--- src/ing_cfg.svh ---
// Ingress front end configuration
`ifndef ING_CFG_SVH
`define ING_CFG_SVH

//////////////////////////////
// Beat format
//////////////////////////////

// Bytes carried by one beat
`define ING_DATA_BYTES 4

// Payload width in bits
`define ING_DATA_WIDTH (`ING_DATA_BYTES * 8)

//////////////////////////////
// Port array
//////////////////////////////

// Two physical ingress ports
`define ING_NUM_PORTS 2

// Width of the source port tag
`define ING_PORT_BITS $clog2(`ING_NUM_PORTS)

//////////////////////////////
// Buffering and credits
//////////////////////////////

// Per-port FIFO entries, also the sender's credit count after reset
`define ING_FIFO_DEPTH 8

// Credits held toward the core after reset
`define ING_CORE_CREDITS 4

// Width of each statistics counter
`define ING_CNT_WIDTH 32

`endif

--- src/ing_pkg.sv ---
// Ingress front end types
`default_nettype none

`include "ing_cfg.svh"

package ing_pkg;

    //////////////////////////////
    // Beats
    //////////////////////////////

    // One framed beat from a physical port
    typedef struct packed {
        logic [`ING_DATA_WIDTH-1:0] data;
        logic [`ING_DATA_BYTES-1:0] keep;
        logic                       last;
    } ing_beat_t;

    // Beat on the converged core stream, tagged with its source
    typedef struct packed {
        ing_beat_t                  beat;
        logic [`ING_PORT_BITS-1:0]  port;
    } ing_core_beat_t;

    //////////////////////////////
    // Statistics
    //////////////////////////////

    typedef struct packed {
        logic [`ING_CNT_WIDTH-1:0] frames;
        logic [`ING_CNT_WIDTH-1:0] bytes;
        logic [`ING_CNT_WIDTH-1:0] drops;
    } ing_cnts_t;

    //////////////////////////////
    // FSM states
    //////////////////////////////

    typedef enum logic [1:0] {
        GATE_IDLE,
        GATE_PASS,
        GATE_DROP
    } gate_state_e;

    typedef enum logic {
        MERGE_IDLE,
        MERGE_FRAME
    } merge_state_e;

endpackage

`default_nettype wire

--- src/ing_beat_fifo.sv ---
// Show-ahead beat FIFO
`default_nettype none

`include "ing_cfg.svh"

module ing_beat_fifo (
    input  var logic              ing_phys_ports,
    input  var logic              arst_n,
    input  var logic              push,
    input  var ing_pkg::ing_beat_t push_beat,
    input  var logic              pop,
    output ing_pkg::ing_beat_t    head_beat,
    output logic                  empty
);

    localparam int DEPTH = `ING_FIFO_DEPTH;
    localparam int PTR_W = $clog2(DEPTH);
    localparam int CNT_W = $clog2(DEPTH + 1);

    ing_pkg::ing_beat_t mem [DEPTH];

    logic [PTR_W-1:0] wr_ptr;
    logic [PTR_W-1:0] rd_ptr;
    logic [CNT_W-1:0] count;
    logic             full;

    assign empty     = (count == '0);
    assign full      = (count == CNT_W'(DEPTH));
    assign head_beat = mem[rd_ptr];

    // Storage array
    always_ff @(posedge ing_phys_ports) begin
        if (push) begin
            mem[wr_ptr] <= push_beat;
        end
    end

    // Pointers and occupancy
    always_ff @(posedge ing_phys_ports or negedge arst_n) begin
        if (!arst_n) begin
            wr_ptr <= '0;
            rd_ptr <= '0;
            count  <= '0;
        end else begin
            if (push) begin
                wr_ptr <= (wr_ptr == PTR_W'(DEPTH - 1)) ? '0 : wr_ptr + 1'b1;
            end
            if (pop) begin
                rd_ptr <= (rd_ptr == PTR_W'(DEPTH - 1)) ? '0 : rd_ptr + 1'b1;
            end
            if (push && !pop) begin
                count <= count + 1'b1;
            end else if (pop && !push) begin
                count <= count - 1'b1;
            end
        end
    end

    // A push into a full FIFO means the sender ignored its credits
    assert property (@(posedge ing_phys_ports) disable iff (!arst_n) !(push && full && !pop));

    // The merge must only pop a head that exists
    assert property (@(posedge ing_phys_ports) disable iff (!arst_n) pop |-> !empty);

endmodule

`default_nettype wire

--- src/ing_port_adapt.sv ---
// Ingress port adapter
`default_nettype none

`include "ing_cfg.svh"

module ing_port_adapt (
    input  var logic               ing_phys_ports,
    input  var logic               arst_n,
    input  var logic               in_valid,
    input  var ing_pkg::ing_beat_t in_beat,
    output logic                   in_credit,
    input  var logic               enable,
    input  var logic               cnts_clear,
    output ing_pkg::ing_cnts_t     cnts,
    output logic                   connected,
    input  var logic               pop,
    output ing_pkg::ing_beat_t     fifo_beat,
    output logic                   fifo_empty
);

    localparam int PEND_W = $clog2(`ING_FIFO_DEPTH + 1);
    localparam int KEEP_W = $clog2(`ING_DATA_BYTES + 1);

    ing_pkg::gate_state_e state;

    logic              pass_beat;
    logic              drop_beat;
    logic [KEEP_W-1:0] keep_bytes;
    logic [PEND_W-1:0] credit_pend;
    logic [PEND_W:0]   credit_due;

    //////////////////////////////
    // Frame gate
    //////////////////////////////

    // Decision is taken on the first beat and held until last
    always_comb begin
        pass_beat = 1'b0;
        drop_beat = 1'b0;
        if (in_valid) begin
            case (state)
                ing_pkg::GATE_PASS: pass_beat = 1'b1;
                ing_pkg::GATE_DROP: drop_beat = 1'b1;
                default: begin
                    pass_beat = enable;
                    drop_beat = !enable;
                end
            endcase
        end
    end

    always_ff @(posedge ing_phys_ports or negedge arst_n) begin
        if (!arst_n) begin
            state <= ing_pkg::GATE_IDLE;
        end else if (in_valid) begin
            if (in_beat.last) begin
                state <= ing_pkg::GATE_IDLE;
            end else if (pass_beat) begin
                state <= ing_pkg::GATE_PASS;
            end else begin
                state <= ing_pkg::GATE_DROP;
            end
        end
    end

    assign connected = (state == ing_pkg::GATE_PASS) ||
                       ((state == ing_pkg::GATE_IDLE) && enable);

    //////////////////////////////
    // Statistics
    //////////////////////////////

    always_comb begin
        keep_bytes = '0;
        for (int i = 0; i < `ING_DATA_BYTES; i++) begin
            keep_bytes = keep_bytes + KEEP_W'(in_beat.keep[i]);
        end
    end

    // Clear wins over a same-cycle increment
    always_ff @(posedge ing_phys_ports or negedge arst_n) begin
        if (!arst_n) begin
            cnts <= '0;
        end else if (cnts_clear) begin
            cnts <= '0;
        end else begin
            if (pass_beat) begin
                cnts.bytes <= cnts.bytes + `ING_CNT_WIDTH'(keep_bytes);
            end
            if (pass_beat && in_beat.last) begin
                cnts.frames <= cnts.frames + 1'b1;
            end
            if (drop_beat && in_beat.last) begin
                cnts.drops <= cnts.drops + 1'b1;
            end
        end
    end

    //////////////////////////////
    // Buffer and credit return
    //////////////////////////////

    ing_beat_fifo beat_fifo_i (
        .ing_phys_ports (ing_phys_ports),
        .arst_n         (arst_n),
        .push           (pass_beat),
        .push_beat      (in_beat),
        .pop            (pop),
        .head_beat      (fifo_beat),
        .empty          (fifo_empty)
    );

    // One credit leaves per cycle, any surplus waits in credit_pend
    assign credit_due = {1'b0, credit_pend} + (PEND_W + 1)'(pop) + (PEND_W + 1)'(drop_beat);

    always_ff @(posedge ing_phys_ports or negedge arst_n) begin
        if (!arst_n) begin
            in_credit   <= 1'b0;
            credit_pend <= '0;
        end else begin
            in_credit <= (credit_due != '0);
            if (credit_due != '0) begin
                credit_pend <= PEND_W'(credit_due - 1'b1);
            end
        end
    end

endmodule

`default_nettype wire

--- src/ing_port_array_adapt.sv ---
// Two-port ingress array with merge
`default_nettype none

`include "ing_cfg.svh"

module ing_port_array_adapt (
    input  var logic                      ing_phys_ports,
    input  var logic                      arst_n,
    input  var logic [`ING_NUM_PORTS-1:0] in_valid,
    input  var ing_pkg::ing_beat_t        in_beat [`ING_NUM_PORTS],
    output logic [`ING_NUM_PORTS-1:0]     in_credit,
    input  var logic [`ING_NUM_PORTS-1:0] enable,
    input  var logic [`ING_NUM_PORTS-1:0] cnts_clear,
    output ing_pkg::ing_cnts_t            cnts [`ING_NUM_PORTS],
    output logic [`ING_NUM_PORTS-1:0]     connected,
    output logic                          core_valid,
    output ing_pkg::ing_core_beat_t       core_beat,
    input  var logic                      core_credit
);

    ing_pkg::ing_beat_t          fifo_beat [`ING_NUM_PORTS];
    logic [`ING_NUM_PORTS-1:0]   fifo_empty;
    logic [`ING_NUM_PORTS-1:0]   pop;

    // One adapter per physical port
    for (genvar p = 0; p < `ING_NUM_PORTS; p++) begin : port_g
        ing_port_adapt port_adapt_i (
            .ing_phys_ports (ing_phys_ports),
            .arst_n         (arst_n),
            .in_valid       (in_valid[p]),
            .in_beat        (in_beat[p]),
            .in_credit      (in_credit[p]),
            .enable         (enable[p]),
            .cnts_clear     (cnts_clear[p]),
            .cnts           (cnts[p]),
            .connected      (connected[p]),
            .pop            (pop[p]),
            .fifo_beat      (fifo_beat[p]),
            .fifo_empty     (fifo_empty[p])
        );
    end

    ing_port_merge port_merge_i (
        .ing_phys_ports (ing_phys_ports),
        .arst_n         (arst_n),
        .fifo_beat      (fifo_beat),
        .fifo_empty     (fifo_empty),
        .pop            (pop),
        .core_valid     (core_valid),
        .core_beat      (core_beat),
        .core_credit    (core_credit)
    );

endmodule

`default_nettype wire

--- src/ing_port_merge.sv ---
// Round-robin frame merge toward the core
`default_nettype none

`include "ing_cfg.svh"

module ing_port_merge (
    input  var logic                      ing_phys_ports,
    input  var logic                      arst_n,
    input  var ing_pkg::ing_beat_t        fifo_beat [`ING_NUM_PORTS],
    input  var logic [`ING_NUM_PORTS-1:0] fifo_empty,
    output logic [`ING_NUM_PORTS-1:0]     pop,
    output logic                          core_valid,
    output ing_pkg::ing_core_beat_t       core_beat,
    input  var logic                      core_credit
);

    localparam int CRED_W = $clog2(`ING_CORE_CREDITS + 1);

    ing_pkg::merge_state_e state;

    logic [`ING_PORT_BITS-1:0] cur_port;
    logic [`ING_PORT_BITS-1:0] last_port;
    logic [`ING_PORT_BITS-1:0] pick_port;
    logic [`ING_PORT_BITS-1:0] active_port;
    logic [CRED_W-1:0]         core_cred;
    logic                      send;

    //////////////////////////////
    // Port choice
    //////////////////////////////

    // Both ready means the port not served last goes next
    always_comb begin
        if (!fifo_empty[0] && !fifo_empty[1]) begin
            pick_port = ~last_port;
        end else if (!fifo_empty[0]) begin
            pick_port = 1'b0;
        end else begin
            pick_port = 1'b1;
        end
    end

    // Mid-frame the port is locked
    assign active_port = (state == ing_pkg::MERGE_FRAME) ? cur_port : pick_port;
    assign send        = !fifo_empty[active_port] && (core_cred != '0);

    always_comb begin
        pop              = '0;
        pop[active_port] = send;
    end

    always_ff @(posedge ing_phys_ports or negedge arst_n) begin
        if (!arst_n) begin
            state     <= ing_pkg::MERGE_IDLE;
            cur_port  <= '0;
            last_port <= '1;
        end else if (send) begin
            cur_port <= active_port;
            if (fifo_beat[active_port].last) begin
                state     <= ing_pkg::MERGE_IDLE;
                last_port <= active_port;
            end else begin
                state <= ing_pkg::MERGE_FRAME;
            end
        end
    end

    //////////////////////////////
    // Core output and credits
    //////////////////////////////

    always_ff @(posedge ing_phys_ports or negedge arst_n) begin
        if (!arst_n) begin
            core_valid <= 1'b0;
            core_cred  <= CRED_W'(`ING_CORE_CREDITS);
        end else begin
            core_valid <= send;
            case ({send, core_credit})
                2'b10:   core_cred <= core_cred - 1'b1;
                2'b01:   core_cred <= core_cred + 1'b1;
                default: core_cred <= core_cred;
            endcase
        end
    end

    always_ff @(posedge ing_phys_ports) begin
        if (send) begin
            core_beat.beat <= fifo_beat[active_port];
            core_beat.port <= active_port;
        end
    end

    // The core must not return more credits than it was given
    assert property (@(posedge ing_phys_ports) disable iff (!arst_n)
        core_credit |-> (send || (core_cred != CRED_W'(`ING_CORE_CREDITS))));

endmodule

`default_nettype wire

--- config.mk ---
export PLATFORM = sky130hd
export DESIGN_NAME = ing_port_array_adapt
export DESIGN_NICKNAME = d
export VERILOG_FILES = /design/src/ing_pkg.sv /design/src/ing_beat_fifo.sv /design/src/ing_port_adapt.sv /design/src/ing_port_array_adapt.sv /design/src/ing_port_merge.sv
export VERILOG_INCLUDE_DIRS = /design/src
export SDC_FILE = /design/constraint.sdc
export NUM_CORES = 1
export LEC_CHECK = 0
export ABC_AREA = 1
export CAP_MARGIN = 20
export CELL_PAD_IN_SITES_DETAIL_PLACEMENT = 0
export CELL_PAD_IN_SITES_GLOBAL_PLACEMENT = 1
export CORE_MARGIN = 1
export CORE_UTILIZATION = 30
export DETAILED_ROUTE_END_ITERATION = 8
export DONT_BUFFER_PORTS = 1
export PLACE_DENSITY_LB_ADDON = 0.1
export SETUP_SLACK_MARGIN = 0.02
export SYNTH_ARGS = -nofsm -noshare
export SYNTH_HDL_FRONTEND = slang
export SYNTH_SLANG_ARGS = --single-unit
--- constraint.sdc ---
create_clock -name ing_phys_ports -period 5.35 [get_ports ing_phys_ports]
set_clock_uncertainty 0.2 [all_clocks]
set_input_delay 0.2675 -clock ing_phys_ports [delete_from_list [all_inputs] [get_ports ing_phys_ports]]
set_output_delay 0.2675 -clock ing_phys_ports [all_outputs]
set_load 0.005 [all_outputs]
==> Word-level counts from Yosys, hierarchy flattened <==
Memories as Yosys holds them, arrays and structs flattened.
Cells that the tools add are included.
{ "classes": {"add_sub_neg": 28, "n_lt_le_gt_ge": 3, "n_eq_ne": 10, "mux": 44, "bitwise": 3, "n_reduce_logical": 41} }
{ "op_table": {"columns": ["cell", "n"], "rows": [
  ["$mux W32", 6],
  ["$mux W96", 2],
  ["$add A32 B1 Y32 const B", 4],
  ["$mux W37", 3],
  ["$add A32 B3 Y32", 2],
  ["$reduce_bool A2 Y1", 9],
  ["$mux W4", 4],
  ["$sub A4 B1 Y4 const B", 4],
  ["$add A3 B1 Y3 const B", 5],
  ["$mux W1", 15],
  ["$logic_and A1 B1 Y1", 13],
  ["$add A3 B1 Y3", 4],
  ["$eq A3 B3 Y1 const B", 4],
  ["$mux W3", 4],
  ["$add A4 B1 Y5", 2],
  ["$add A5 B1 Y5", 2],
  ["$reduce_bool A5 Y1", 2],
  ["$logic_not A1 Y1", 9],
  ["$add A4 B1 Y4 const B", 2],
  ["$logic_not A4 Y1", 2],
  ["$mux W2", 4],
  ["$pmux W1 S2", 4],
  ["$eq A2 B1 Y1 const B", 3],
  ["$eq A2 B2 Y1 const B", 3],
  ["14 further kinds", 17]
]} }
{ "word_totals": {"ff_bits": 271, "mem_bits_rw": 592, "in_bits": 83, "output_inout_bits": 235, "elab_cells": 158, "n_memories": 2} }
{ "mem_list": {"columns": ["memory", "depth", "word_bits", "read_ports", "rd_ports_with_merged_regs", "write_ports", "line_no", "text"], "rows": [
  ["port_g[0].port_adapt_i.beat_fifo_i.mem", 8, 37, 1, 0, 1, "ing_beat_fifo.sv:20", "ing_pkg::ing_beat_t mem [DEPTH];"],
  ["port_g[1].port_adapt_i.beat_fifo_i.mem", 8, 37, 1, 0, 1, "ing_beat_fifo.sv:20", null]
]} }

==> Longest topological paths before layout <==
Gate-level depths: netlist (run 1).
{ "depth": {"depth_word": 13, "depth_mapped": 18, "mapped_depth_nobuf": 18} }

==> Modules after synthesis <==
From an unflattened synthesis (run 1), not the netlist that was laid out.
{ "unflattened": {"cells_unflattened": 4550, "hier_area_um2": 40680.3} }
{ "by_module_without_submodules": {"columns": ["mod", "instances", "cells_per_inst", "area_each_um2", "seq_area_each_um2"], "rows": [
  ["ing_beat_fifo (port_g[1].port_adapt_i.beat_fifo_i)", 1, 1355, 13301.5, 9138.8],
  ["ing_beat_fifo (port_g[0].port_adapt_i.beat_fifo_i)", 1, 1057, 12314.3, 9138.8],
  ["ing_port_adapt (port_g[0].port_adapt_i)", 1, 971, 6502.5, 2577.5],
  ["ing_port_adapt (port_g[1].port_adapt_i)", 1, 964, 6490.0, 2577.5],
  ["ing_port_merge", 1, 203, 2072.0, 1318.8]
]} }

==> Least setup slack after synthesis (run 1) <==
No wires, ideal clock.
{ "synth_path": {"kind": "register -> register", "startpoint": "register port_g[0].port_adapt_i.state[0]", "endpoint": "memory port_g[0].port_adapt_i.beat_fifo_i.mem[1][0] (netlist bit) (enable)", "arrival_time_ns": 3.068, "path_slack_ns": 1.651, "stages_incl_launch_ff": 9, "n_path_buf": 1, "synth_period_minus_slack_ns": 3.699, "path_cell_list": "dfrtp_1 inv_1 ha_1 inv_1 nand2_2 a21oi_2 clkbuf_1 nand2_1 nor2_1"} }
{ "synth_via": {"elab_chain_cells": 5, "elab_cells_between_ends": 6} }
{ "synth_lines": {"columns": ["item", "line_no", "text"], "rows": [
  ["from (decl)", "ing_port_adapt.sv:24", "ing_pkg::gate_state_e state;"],
  ["from (signal assigned)", "ing_port_adapt.sv:54", "state <= ing_pkg::GATE_IDLE;"],
  ["from (signal assigned)", "ing_port_adapt.sv:57", "state <= ing_pkg::GATE_IDLE;"],
  ["from (signal assigned)", "ing_port_adapt.sv:59", "state <= ing_pkg::GATE_PASS;"],
  ["$eq A2 B2 Y1 / $eq A2 B1 Y1 (equally long branches)", "ing_port_adapt.sv:41", "case (state)"],
  ["$pmux W1 S2 *", "ing_port_adapt.sv:41", null],
  ["$mux W1 *", "ing_port_adapt.sv:40", "if (in_valid) begin"],
  ["named net port_g[0].port_adapt_i.beat_fifo_i.push", "ing_beat_fifo.sv:9", "input var logic push,"],
  ["$mux W1 *", "ing_beat_fifo.sv:33", "if (push) begin"],
  ["$mux W1 (implied by the code) *", "ing_beat_fifo.sv:34", "mem[wr_ptr] <= push_beat;"],
  ["to (decl)", "ing_beat_fifo.sv:20", null]
]} }
The timed path passes the listed nets; every way through them passes the cells marked *.

==> Worst setup path in the final report (run 1) <==
{ "layout_path": {"startpoint": "register port_g[0].port_adapt_i.state[0]", "endpoint": "memory port_g[0].port_adapt_i.beat_fifo_i.mem[4][6] (netlist bit) (enable)"} }
{ "layout_via": {"elab_chain_cells": 5, "elab_cells_between_ends": 6} }
{ "layout_lines": {"columns": ["item", "line_no"], "rows": [
  ["$eq A2 B2 Y1 / $eq A2 B1 Y1 (equally long branches)", "ing_port_adapt.sv:41"],
  ["$pmux W1 S2 *", "ing_port_adapt.sv:41"],
  ["$mux W1 *", "ing_port_adapt.sv:40"],
  ["$mux W1 *", "ing_beat_fifo.sv:33"],
  ["$mux W1 (implied by the code) *", "ing_beat_fifo.sv:34"]
]} }
Every way passes the cells marked *; elsewhere a longest branch is shown, timed or not.

==> impl.org, run 1 <==
** Finish
- The final layout contains 3979 nets.
- Cell area after layout :: 44700 µm²
- Summing all flip-flop and latch instances after layout gives 24800 µm².
- Compared with the post-synthesis result, the final layout area differs by 16.5%.
- After filler insertion, the fill cell instance count of the layout stands at 12800.
- Multi-input gate area in the final layout :: 12000 µm²
- Share of layout cells above drive strength 1 :: 0.0665

** Clocking
- Counting every sink on the clock net gives 863.
- Bufs on Longest Clock Path :: 3
- CTS Hold Bufs :: 90
- TritonCTS built the clock tree.
- Clk_lat worst skew :: 0.72 ns
- Clock transition time at the flip-flop clock pins of the worst setup and hold paths :: 0.06 ns
- In this run the clock root is driven by a clkbuf_16.
- Post-CTS setup buffers :: 0
- Quantity of gates resized following cts :: 0
- H-tree level count :: 3
- Clock tree synthesis inserted a total of 104 buffers.

** Placed design
- Summing all placed instances gives a cell area of 40200 µm².
- The congestion estimate from routability-driven global placement came to 0.768.
- Detailed placement ended at an HPWL of 76.4 mm.
- The count of buffers added on input and output ports is 0.

** Synth
- Post-Synthesis Cell Area :: 38300 µm²
- Synthesis produced 3761 cells.
- Yosys mapped a number of flops with a built-in enable equal to 630.
- Count of yosys warnings during synthesis :: 0
- The synthesized design spends more area on one cell type than any other, namely edfxtp_1.
- Yosys attributes the largest share of cell area to edfxtp_1, dfrtp_1, nor2_1.
- Of the post-synthesis cell area, the dominant cell type holds 0.493.
- Most common cell in the netlist :: nor2_1
- Primary FF master, synth :: edfxtp_1
- The netlist uses 46 different library cells.
- Sequential element share of the synthesized area :: 0.646
- Averaged over all synthesized cells, the footprint is 10.2 µm².
- Share of flip-flops with an asynchronous set or reset :: 0.270
- Post-synth top cells :: nor2_1, nand2_1, edfxtp_1
- The synthesized design contains 863 register bits.
- The number of nets in the synthesized netlist is 3894.

** Global routing
- Remaining global-route overflow :: 0
- Initial antenna violation count :: 11
- Entering global routing, the biggest net connects 234 pins.
- Number of global-route vias before repair :: 27300
- Global-route wire length before repair :: 182 mm
- In the global route stage, overall resource usage came out at 0.185.

** STA
- Number of setup violations in the final report :: 0
- Setup repair after global routing missed its margin :: no
- Shortest period the worst path allows :: 3.47 ns
- Max Slew Vio Count :: 0
- Timing would allow up to 288 MHz.
- Summed over all failing endpoints, the final setup total negative slack is 0 ns.
- The final count of hold timing violations came to 233.
- For the pin with the worst max-slew slack, the measured transition is 1.09 ns.
- Worst slew slack as a fraction of its limit :: 0.273
- Fraction of the cycle the final worst path needs :: 0.649
- Worst hold margin :: -0.955 ns

** Routing
- In this run, the number of DRC markers left after iteration 0 of detailed routing was 2090.
- Wire length reported by the detailed router :: 121 mm
- The detailed router placed 27200 vias in this run.
- Once detail routing completed, the nets flagged for antenna violations numbered 0.
- Total DRC errors in the routed layout :: 0
- DR WL/cell :: 21.6 µm
- Using the TritonRoute via totals, the vias-per-cell ratio works out to 4.86.
- For this run, the detailed router's first-pass iteration total came to 5.

** Run status
- The checks that failed: hold timing.
- Status :: complete, but fails checks

** Pwr
- For this design the total switching power over the nets is 7.35 mW.
- Of the total power, the share spent switching nets is 0.349.
- The share of total power dissipated in the clock network is 0.340.
- Across the VDD grid, the largest voltage drop is 0.304 mV.
- Total internal power :: 13.7 mW
- Comb pwr share :: 0.258
- Static Leak :: 16.2 nW
- Pwr per Cell Area :: 472 nW/µm²
- Overall power consumption after layout is estimated at 21.1 mW.
- Reg power frac :: 0.402

** Die
- The die covers 129000 µm².
- 318 I/O pins were placed.
- Die extent in x :: 359 µm
- In this run the vertical extent of the chip is 359 µm.
- Rows :: 130
- Initial Utilization :: 0.304
- Area inside the core boundary :: 126000 µm²

** Worst setup path
- Signal arrival time at the worst endpoint :: 3.70 ns
- Slowest Stage Delay on Critical Path :: 0.80 ns
- Kind of cell with the highest combined delay on the critical path :: simple AND/OR/NAND/NOR gates
- Required time of the critical path :: 5.57 ns
- The largest individual stage delay along the critical path comes from the cell nor2_4.
- Walking the worst path, the cells encountered are inv_1 > ha_1 > inv_1 > nand2_2 > nand2_1 > nand2_1 > or2_2 > nor2_4 > buf_4.
- Category of the critical setup timing path :: register to register
- The critical path contains buffers and inverters numbering 3 combined.
- The worst setup path is captured at a register.
- The worst setup path is launched from a register.
- Critical path fanouts, max :: 27

** Flow run
- Max-capacitance violation count :: 0

** Min path
- The min-delay analysis places its worst path in the category primary input to async pin.
-- final timing paths --
path                         cells after the start                                                      to                                         from  slack, ns
setup / recovery                                 9  port_g[0].port_adapt_i.beat_fifo_i.mem[4][6]$_DFFE_PP_  port_g[0].port_adapt_i.state[0]$_DFFE_PN0P_       1.88
setup reg to reg                                 9  port_g[0].port_adapt_i.beat_fifo_i.mem[4][6]$_DFFE_PP_  port_g[0].port_adapt_i.state[0]$_DFFE_PN0P_       1.88
max in group asynchronous                        0                      port_merge_i.last_port$_DFFE_PN1P_                                       arst_n       5.55
min in group ing_phys_ports                      5       port_g[1].port_adapt_i.credit_pend[0]$_DFFE_PN0P_                                    enable[1]       0.08
hold reg to reg                                  2                      port_merge_i.last_port$_DFFE_PN1P_           port_merge_i.last_port$_DFFE_PN1P_       0.26
hold / removal                                   0             port_g[1].port_adapt_i.cnts[95]$_DFFE_PN0P_                                       arst_n      -0.95
-- sequential cells by signal, summed over array words and instances, names as in the netlist --
| register | count |
|---|---|
| port_g.port_adapt_i.in_credit | 2 |
| port_g.port_adapt_i.beat_fifo_i.mem | 592 |
| port_g.port_adapt_i.beat_fifo_i.count | 8 |
| port_g.port_adapt_i.beat_fifo_i.rd_ptr | 6 |
| port_merge_i.state | 1 |
| port_g.port_adapt_i.credit_pend | 8 |
| port_merge_i.core_valid | 1 |
| port_g.port_adapt_i.cnts | 192 |
| port_merge_i.core_cred | 3 |
| port_merge_i.last_port | 1 |
| port_g.port_adapt_i.state | 4 |
| port_merge_i.core_beat | 38 |
| port_g.port_adapt_i.beat_fifo_i.wr_ptr | 6 |
| port_merge_i.cur_port | 1 |
-- power by group through the flow --
stage / sequential, mW / combinational (mW) / clock, mW
CTS: 8.48 / 5.64 / 7.40
finish: 8.46 / 5.44 / 7.16
detailed placement: 8.61 / 5.50 / 0
global placement: 8.62 / 5.50 / 0
floorplan: 8.30 / 3.57 / 0
global route: 8.53 / 6.14 / 7.63
-- cells in the final DEF (no fill, tap or decap), types with 5 or more instances in the layout --
master	instances
clkbuf_8	13
o21ai_1	15
clkbuf_1	35
xnor2_1	11
o21ai_0	431
nor3_1	68
and2_1	5
dlygate4sd3_1	89
a21oi_1	72
buf_4	38
inv_2	7
clkbuf_16	105
a21o_1	6
inv_1	282
dfrtp_1	225
o221ai_1	82
nor3b_1	12
xor2_1	19
nand3_1	178
ha_1	41
clkinv_1	12
clkinv_2	20
buf_12	5
bufinv_16	8
nor2_1	659
fa_1	9
nor2_4	18
nand4_1	66
or2_2	5
nor2_2	7
o22ai_1	65
o21a_1	5
nand2_1	639
nand2_2	9
edfxtp_1	630
-- cells by family after synthesis --
group,count (synthesis),share of synthesized area
AO/OA/AOI/OAI,693,0.103
XOR/XNOR,30,0.00685
adder cells (fa/ha/maj),50,0.0181
buffers and inverters,449,0.0461
flip-flops,863,0.646
multiplexers,1,0.000294
AND/OR/NAND/NOR,1675,0.180
-- layout make-up --
| class | count | share of cell area |
|---|---|---|
| Sequential cell | 863 | 0.554 |
| Multi-Input combinational cell | 2449 | 0.268 |
| Antenna cell | 2 | 0.000112 |
| Tap cell | 1650 | 0.0462 |
| Clock inverter | 45 | 0.0123 |
| Inverter | 296 | 0.0250 |
| Timing Repair Buffer | 132 | 0.0286 |
| Clock buffer | 153 | 0.0658 |
-- metal layers --
layer / GRT usage / up-vias / part of all wire
li1: - / 13200 / -
met1: 0.245 / 13200 / 0.45
met2: 0.302 / 546 / 0.47
met3: 0.0458 / 151 / 0.055
met4: 0.0514 / 10 / 0.025
met5: 0 / - / 0.00051
-- stage by stage --
step / utilization / setup slack [ns] / cells
after global routing: 0.354 / 1.68 / 5589
after floorplan: - / 1.65 / 3761
after global placement: 0.319 / 1.73 / 5297
after CTS: 0.354 / 1.72 / 5587
final: 0.354 / 1.88 / 5590
after detailed placement: 0.319 / 1.73 / 5299
No activity file was read; power rests on OpenSTA's default activity.
==> run 2, diff against run 1 <==
==> constraint.sdc (replaced) <==
create_clock -name ing_phys_ports -period 3.45 [get_ports ing_phys_ports]
set_clock_uncertainty 0.2 [all_clocks]
set_input_delay 0.1725 -clock ing_phys_ports [delete_from_list [all_inputs] [get_ports ing_phys_ports]]
set_output_delay 0.1725 -clock ing_phys_ports [all_outputs]
set_load 0.005 [all_outputs]
==> run 2 against run 1 <==
  * Final area rose by 0.79%
  * Non-clock buffer count up 22
  * Largest power group unchanged
  * Hold slack got worse by 0.097 ns
  * Sequential power rose by 52%
  * Via count up 0.81%
  * Sequential cell count did not move
  * Critical path depth up 2
  * Die area stayed put
  * The run still ends with hold timing left
==> impl.org, run 2 (synthesis gave the netlist of run 1 again) <==
** Run status
- Status :: complete, but fails checks
- The final reports fail on hold timing.

** Global routing
- Global-route usage over all layers :: 0.185 (-0.000577)
- Remaining global-route overflow :: 0 (unchanged)
- The initial antenna violation count is 12 (+1).
- The pin count of the biggest net entering global routing came to 234 (unchanged).
- The first-pass GRT wire length is 181 mm (-0.35%).
- The number of global-route vias before repair is 27800 (+1.9%).

** Worst setup path
- Critical register-to-register path startpoint :: port_g[0].port_adapt_i.state[0]$_DFFE_PN0P_
- Critical path fanouts, max :: 8 (-70%)
- The signal on the critical path passes through inv_1 > ha_1 > inv_1 > nand2_2 > a21oi_2 > nand2_2 > dlygate4sd3_1 > nor2_2 > nand3_1 > o21bai_1 > nor2_1.
- Worst Reg2Reg Path Length in Cells :: 11 (+2)
- Signal arrival time at the worst endpoint :: 3.52 ns (-0.18 ns)
- The slowest stage of the critical path is the dlygate4sd3_1 cell.
- Type of origin of the critical path :: register
- The maximum single-stage delay on the critical path came to 0.81 ns (about the same).
- Type of destination of the critical path :: register
- Setup slack on the worst flop-to-flop path :: 0.34 ns (-1.54 ns)
- Required time of the critical path :: 3.86 ns (-1.71 ns)
- The worst setup path is of the register to register kind.
- Reg-to-reg critical path endpoint :: port_g[0].port_adapt_i.cnts[83]$_DFFE_PN0P_

** Routing
- DR WL/cell :: 21.5 µm (-0.64%)
- The number of iterations in the first detailed-routing pass is 5 (unchanged).
- Number of vias per cell after detailed routing :: 4.88 (+0.43%)
- The number of DRC markers after the initial detailed-route iteration is 1844 (-12%).
- Post-route antenna net violation count :: 0 (unchanged)
- The final routed wirelength across all metal layers is 120 mm (-0.27%).
- The number of design rule violations left after detail routing was 0 (unchanged).
- The via count was 27400 (+0.81%).

** Finish
- Filler cells :: 12800 (-0.41%)
- The share of layout cells above drive strength 1 was 0.0710 (+0.00452).
- The area used by multi-input combinational logic was 12000 µm² (about the same).
- Most frequent cells in the layout :: nor2_1, nand2_1, edfxtp_1
- Biggest regs :: port_g.port_adapt_i.beat_fifo_i.mem x592, port_g.port_adapt_i.cnts x192, port_merge_i.core_beat x38
- Ranked by flip-flop count, first place goes to port_g.port_adapt_i.beat_fifo_i.mem.
- The area taken by flip-flops and latches is 24800 µm² (unchanged).
- Area Overhead vs Synth :: 17.4%
- Leaving out fill and tap cells, the most frequent cell in the layout is nor2_1.
- The number of flip-flops under the largest register name is 592 (unchanged).
- The final core area utilization is 0.357 (+0.00281).
- The number of nets in the final layout was 4000 (+0.53%).

** Pwr
- Pwr Total :: 32.8 mW (+56%)
- Maximum ir drop on the vdd rail :: 0.520 mV (+71%)
- The cell area power density is 729 nW/µm² (+55%).
- Static Leak :: 16.4 nW (+0.86%)

** Die
- The number of top-level design ports came to 318 (unchanged).
- Die span in y :: 359 µm (unchanged)
- Floorplan die area :: 129000 µm² (unchanged)
- The initial standard-cell utilization of the core is 0.304 (unchanged).
- Area inside the core boundary :: 126000 µm² (unchanged)
- The row count was 130 (unchanged).
- The die span in x was 359 µm (unchanged).

** STA
- Setup repair after global routing missed its margin :: no
- The fmax was 322 MHz (+12%).
- The worst path setup slack after routing is 0.341 ns (-1.54 ns).
- Number of setup violations in the final report :: 0 (unchanged)
- Shortest period the worst path allows :: 3.11 ns (-0.365 ns)
- Max Slew Vio Count :: 0 (unchanged)
- Worst hold margin :: -1.05 ns (-0.0969 ns)
- Worst slew slack as a fraction of its limit :: 0.338 (+0.0658)
- Hold violation count in the final report :: 233 (unchanged)
- Least-Margin Pin Slew :: 0.989 ns (-0.0993 ns)
- Fraction of the cycle the final worst path needs :: 0.901 (+0.252)

** Clocking
- The buffer depth of the longest clock path was 3 (unchanged).
- TritonCTS clock tree :: built
- H-tree level count :: 3 (unchanged)
- CTS Hold Bufs :: 91 (+1.1%)
- Clk Tree Root Cell :: clkbuf_16
- Clock Sink Count :: 863 (unchanged)
- Post-CTS setup buffers :: 0 (unchanged)
- The TritonCTS buffer count is 103 (-0.96%).
- Clock transition time at the flip-flop clock pins of the worst setup and hold paths :: 0.06 ns (about the same)
- Clk_lat worst skew :: 0.73 ns (about the same)

** Placed design
- Total of buffers placed on input and output ports :: 0 (unchanged)
- Detailed Place HPWL :: 73.7 mm (-3.5%)
- The final weighted congestion in routability-driven placement was 0.766 (-0.26%).
- The worst slack after detailed placement is 0.253 ns (-1.48 ns).

** Min path
- Class of the worst hold path :: primary input to async pin

** Flow run
- The number of max-cap violations is 0 (unchanged).
## run 2: area by class of cell
| cell class | instances | share of cell area |
|---|---|---|
| timing repair buffer | 154 | 0.0378 |
| multi-input combinational | 2449 | 0.266 |
| sequential | 863 | 0.550 |
| inverter | 296 | 0.0248 |
| tap | 1650 | 0.0459 |
| clock buffer | 139 | 0.0623 |
| antenna | 6 | 0.000333 |
| clock inverter | 54 | 0.0134 |
## run 2: worst max-delay path by stage
stage,end,start,cells past startpoint
global route,port_g[1].port_adapt_i.credit_pend[2]$_DFFE_PN0P_,port_g[0].port_adapt_i.beat_fifo_i.count[0]$_DFFE_PN0P_,15
CTS,port_g[1].port_adapt_i.cnts[19]$_DFFE_PN0P_,port_g[1].port_adapt_i.state[0]$_DFFE_PN0P_,11
floorplan,port_g[0].port_adapt_i.beat_fifo_i.mem[1][0]$_DFFE_PP_,port_g[0].port_adapt_i.state[0]$_DFFE_PN0P_,8
finish,port_g[0].port_adapt_i.cnts[83]$_DFFE_PN0P_,port_g[0].port_adapt_i.state[0]$_DFFE_PN0P_,11
detailed placement,port_g[1].port_adapt_i.credit_pend[2]$_DFFE_PN0P_,port_g[0].port_adapt_i.beat_fifo_i.count[0]$_DFFE_PN0P_,15
global placement,port_g[1].port_adapt_i.credit_pend[2]$_DFFE_PN0P_,port_g[0].port_adapt_i.beat_fifo_i.count[0]$_DFFE_PN0P_,15
## run 2: through the flow
stage / std cells / TNS (ns) / instance area [µm²]
floorplan: 3761 / -36.87 / 38400
CTS: 5605 / 0 / 45000
finish: 5611 / 0 / 45000
global placement: 5321 / 0 / 40700
global route: 5607 / 0 / 45000
detailed placement: 5321 / 0 / 40700
## run 2: what timing repair did
| item | 4_1_cts | 5_1_grt |
|---|---|---|
| resized for setup | 0 | 1 |
| endpoints found under the setup margin | 0 | 7 |
| endpoints found under the hold margin | 1175 | 233 |
## run 2: power breakdown
group	total, mW	internal [mW]	leakage, nW	switching (mW)
Sequential	12.9	12.4	8.89	0.597
Combinational	8.93	2.62	5.80	6.31
Clock	10.9	6.39	1.66	4.54
Total	32.8	21.4	16.4	11.4
## run 2: per-layer routing
metal | global-route usage | share of wire | vias to the layer above | routed length, µm
li1 | - | - | 13300 | -
met1 | 0.237 | 0.44 | 13400 | 53000
met2 | 0.308 | 0.48 | 532 | 57300
met3 | 0.0472 | 0.056 | 155 | 6800
met4 | 0.0525 | 0.027 | 8 | 3210
met5 | 0 | 0.00042 | - | 50
## run 2: critical path: cells and delay by family (launching register included)
family,cells,cell delay (ns)
AO/OA/AOI/OAI,2,0.47
buffers and inverters,3,0.97
AND/OR/NAND/NOR,5,0.70
flip-flops,1,0.34
adder cells (fa/ha/maj),1,0.33
==> run 3, diff against run 2 <==
--- a/config.mk
+++ b/config.mk
@@ -14,7 +14,7 @@
 export CORE_UTILIZATION = 30
 export DETAILED_ROUTE_END_ITERATION = 8
 export DONT_BUFFER_PORTS = 1
-export PLACE_DENSITY_LB_ADDON = 0.1
+export PLACE_DENSITY = 0.52
 export SETUP_SLACK_MARGIN = 0.02
 export SYNTH_ARGS = -nofsm -noshare
 export SYNTH_HDL_FRONTEND = slang
==> run 3 against run 2 <==
  * The flow still finishes with violations (hold timing)
  * Count of clock-buffer cells in the layout fell by 7
  * Total power is 0.94% lower
  * Combinational power shrank 0.6%
==> impl.org, run 3 (synthesis gave the netlist of run 1 again) <==
** Finish
- Util after Layout :: 0.356 (-0.000952)
- Filler cells :: 12700 (-0.35%)
- The number of nets in the final layout is 3994 (-0.15%).
- The area taken by flip-flops and latches was 24800 µm² (unchanged).
- Multi-input gate area in the final layout :: 12000 µm² (+0.24%)
- Share of layout cells above drive strength 1 :: 0.0699 (-0.00114)
- Most frequent cells in the layout :: nor2_1, nand2_1, edfxtp_1
- Largest register by flop count :: port_g.port_adapt_i.beat_fifo_i.mem
- Largest register FFs :: 592 (unchanged)
- The largest registers in the layout are port_g.port_adapt_i.beat_fifo_i.mem x592, port_g.port_adapt_i.cnts x192, port_merge_i.core_beat x38.
- Area Overhead vs Synth :: 17.1%
- Leaving out fill and tap cells, the most frequent cell in the layout is nor2_1.

** Worst setup path
- Category of the critical setup timing path :: register to register
- Critical path fanouts, max :: 9 (+1)
- Type of origin of the critical path :: register
- The worst reg2reg path depth is 12 (+1).
- Setup slack on the worst flop-to-flop path :: 0.23 ns (-0.11 ns)
- The worst setup path is captured at a register.
- Reg-to-reg critical path endpoint :: port_g[1].port_adapt_i.cnts[79]$_DFFE_PN0P_
- Critical register-to-register path startpoint :: port_g[1].port_adapt_i.state[0]$_DFFE_PN0P_
- Signal arrival time at the worst endpoint :: 3.66 ns (+0.14 ns)
- Required time of the critical path :: 3.89 ns (+0.03 ns)

** Routing
- Detailed Routing Iterations Pass 1 :: 5 (unchanged)
- Number of vias per cell after detailed routing :: 4.87 (-0.31%)
- DR WL/cell :: 21.0 µm (-1.9%)
- The final routed wirelength across all metal layers came to 118 mm (-2.1%).
- The number of design rule violations left after detail routing is 0 (unchanged).
- The via count is 27300 (-0.52%).
- DRT iter0 DRCs :: 1870 (+1.4%)
- The remaining number of nets flagged by the antenna check after routing was 0 (unchanged).

** STA
- Worst path setup slack after routing :: 0.233 ns (-0.108 ns)
- Final setup TNS :: 0 ns (unchanged)
- The final critical delay including setup and external delays is 3.22 ns (+0.108 ns).
- Setup repair after global routing could not meet its margin everywhere.
- Fraction of the cycle the final worst path needs :: 0.933 (+0.0314)
- Number of setup violations in the final report :: 0 (unchanged)
- Hold violation count in the final report :: 233 (unchanged)
- The fmax came to 311 MHz (-3.4%).
- The actual transition at the worst max-transition pin came to 0.983 ns (-0.00630 ns).
- Max Slew Vio Count :: 0 (unchanged)
- The worst hold-check slack came to -1.03 ns (+0.0203 ns).
- The worst max-slew margin expressed relative to the limit is 0.343 (+0.00421).

** Placed design
- The final weighted congestion in routability-driven placement came to 0.787 (+2.7%).
- Pre-CTS setup slack :: 0.287 ns (+0.0346 ns)
- The number of port buffers is 0 (unchanged).
- Detailed Place HPWL :: 72.5 mm (-1.6%)

** Die
- Ports placed on the boundary :: 318 (unchanged)
- Die span in y :: 359 µm (unchanged)
- The initial standard-cell utilization of the core was 0.304 (unchanged).
- The row count was 130 (unchanged).
- The die span in x was 359 µm (unchanged).
- Area inside the core boundary :: 126000 µm² (unchanged)
- Floorplan die area :: 129000 µm² (unchanged)

** Global routing
- Number of global-route vias before repair :: 27100 (-2.3%)
- The pin count of the biggest net entering global routing was 234 (unchanged).
- The initial antenna violation count came to 9 (-3).
- Global-route wire length before repair :: 177 mm (-2.4%)
- The overall global routing resource usage came to 0.180 (-0.00447).
- Remaining global-route overflow :: 0 (unchanged)

** Clocking
- The root buffer cell chosen for the clock tree is clkbuf_16.
- Clk_lat worst skew :: 0.72 ns (about the same)
- H-tree level count :: 3 (unchanged)
- Clock transition time at the flip-flop clock pins of the worst setup and hold paths :: 0.06 ns (about the same)
- The post-CTS setup-driven buffer insertion count is 0 (unchanged).
- The buffer depth of the longest clock path was 3 (unchanged).
- CTS buffer count :: 102 (-0.97%)
- Clock Sink Count :: 863 (unchanged)
- TritonCTS clock tree :: built

** Pwr
- The cell area power density was 724 nW/µm² (-0.67%).
- The leakage power of the design is 16.3 nW (-0.43%).
- Maximum ir drop on the vdd rail :: 0.540 mV (+3.9%)

** Flow run
- The number of max-cap violations came to 0 (unchanged).

** Run status
- The checks that failed: hold timing.
- The run finished, with violations left.

** Min path
- The min-delay analysis places its worst path in the category primary input to async pin.
[run 3: cell types whose count changed in the layout (fill, tap and decap cells not counted), moves of 2 or more]
cell / previous run / this run
clkinvlp_4: 2 / 7
clkinv_2: 22 / 14
inv_6: 0 / 3
clkbuf_1: 28 / 23
nand2_2: 9 / 7
nor2_1: 658 / 656
dlygate4sd3_1: 90 / 88
clkinv_1: 16 / 23
buf_12: 24 / 22
diode_2: 6 / 1
[run 3: timing repair]
item	CTS	global route
hold endpoints to repair	1069	258
setup endpoints to repair	0	22
gates resized for setup	0	7
hold buffers	89	1
[run 3: stage by stage]
step           cells  power [mW]  area, µm²
4_1_cts         5598        33.1      44900
2_1_floorplan   3761        18.4      38400
3_3_place_gp    5318        22.0      40600
5_1_grt         5598        34.4      44900
3_5_place_dp    5318        22.0      40600
6_report        5599        32.5      44900
[run 3: worst max path at each step]
stage / slack (ns) / from / to
3_5_place_dp: 0.29 / port_g[0].port_adapt_i.beat_fifo_i.count[0]$_DFFE_PN0P_ / port_g[1].port_adapt_i.credit_pend[2]$_DFFE_PN0P_
6_report: 0.23 / port_g[1].port_adapt_i.state[0]$_DFFE_PN0P_ / port_g[1].port_adapt_i.cnts[79]$_DFFE_PN0P_
2_1_floorplan: -0.25 / port_g[0].port_adapt_i.state[0]$_DFFE_PN0P_ / port_g[0].port_adapt_i.beat_fifo_i.mem[1][0]$_DFFE_PP_
4_1_cts: 0.13 / port_g[1].port_adapt_i.state[0]$_DFFE_PN0P_ / port_g[1].port_adapt_i.cnts[73]$_DFFE_PN0P_
3_3_place_gp: 0.29 / port_g[0].port_adapt_i.beat_fifo_i.count[0]$_DFFE_PN0P_ / port_g[1].port_adapt_i.credit_pend[2]$_DFFE_PN0P_
5_1_grt: -0.02 / port_g[1].port_adapt_i.state[0]$_DFFE_PN0P_ / port_g[1].port_adapt_i.cnts[92]$_DFFE_PN0P_
[run 3: area by class of cell]
cell class,count,area share
Sequential cell,863,0.551
Clock inverter,59,0.0136
Clock buffer,132,0.0612
Inverter,296,0.0249
Tap cell,1650,0.0460
Timing Repair Buffer,149,0.0359
Antenna cell,1,0.0000557
Multi-Input combinational cell,2449,0.267
[run 3: power by group]
part | internal (mW) | leakage, nW | switching (mW)
combinational | 2.60 | 5.78 | 6.28
sequential | 12.4 | 8.89 | 0.516
clock | 6.24 | 1.61 | 4.51
total | 21.2 | 16.3 | 11.3
[run 3: critical path: stages (launching register included)]
cell and delay [ns]:
dfrtp_1 0.34, inv_1 0.07, ha_1 0.34, inv_1 0.07, nand2_1 0.09, a21oi_2 0.26
dlygate4sd3_1 0.72, nand2_2 0.31, nor2_1 0.43, nand2_1 0.12, nand2_1 0.08, nand2_1 0.04
nor2_1 0.10
[run 3: per-layer routing]
layer  GRT usage  vias to the layer above  share of wire
met1       0.232                    13300           0.44
met4      0.0596                       10          0.033
met3      0.0446                      159          0.057
met2       0.296                      584           0.47
met5           0                        -        0.00050
li1            -                    13200              -
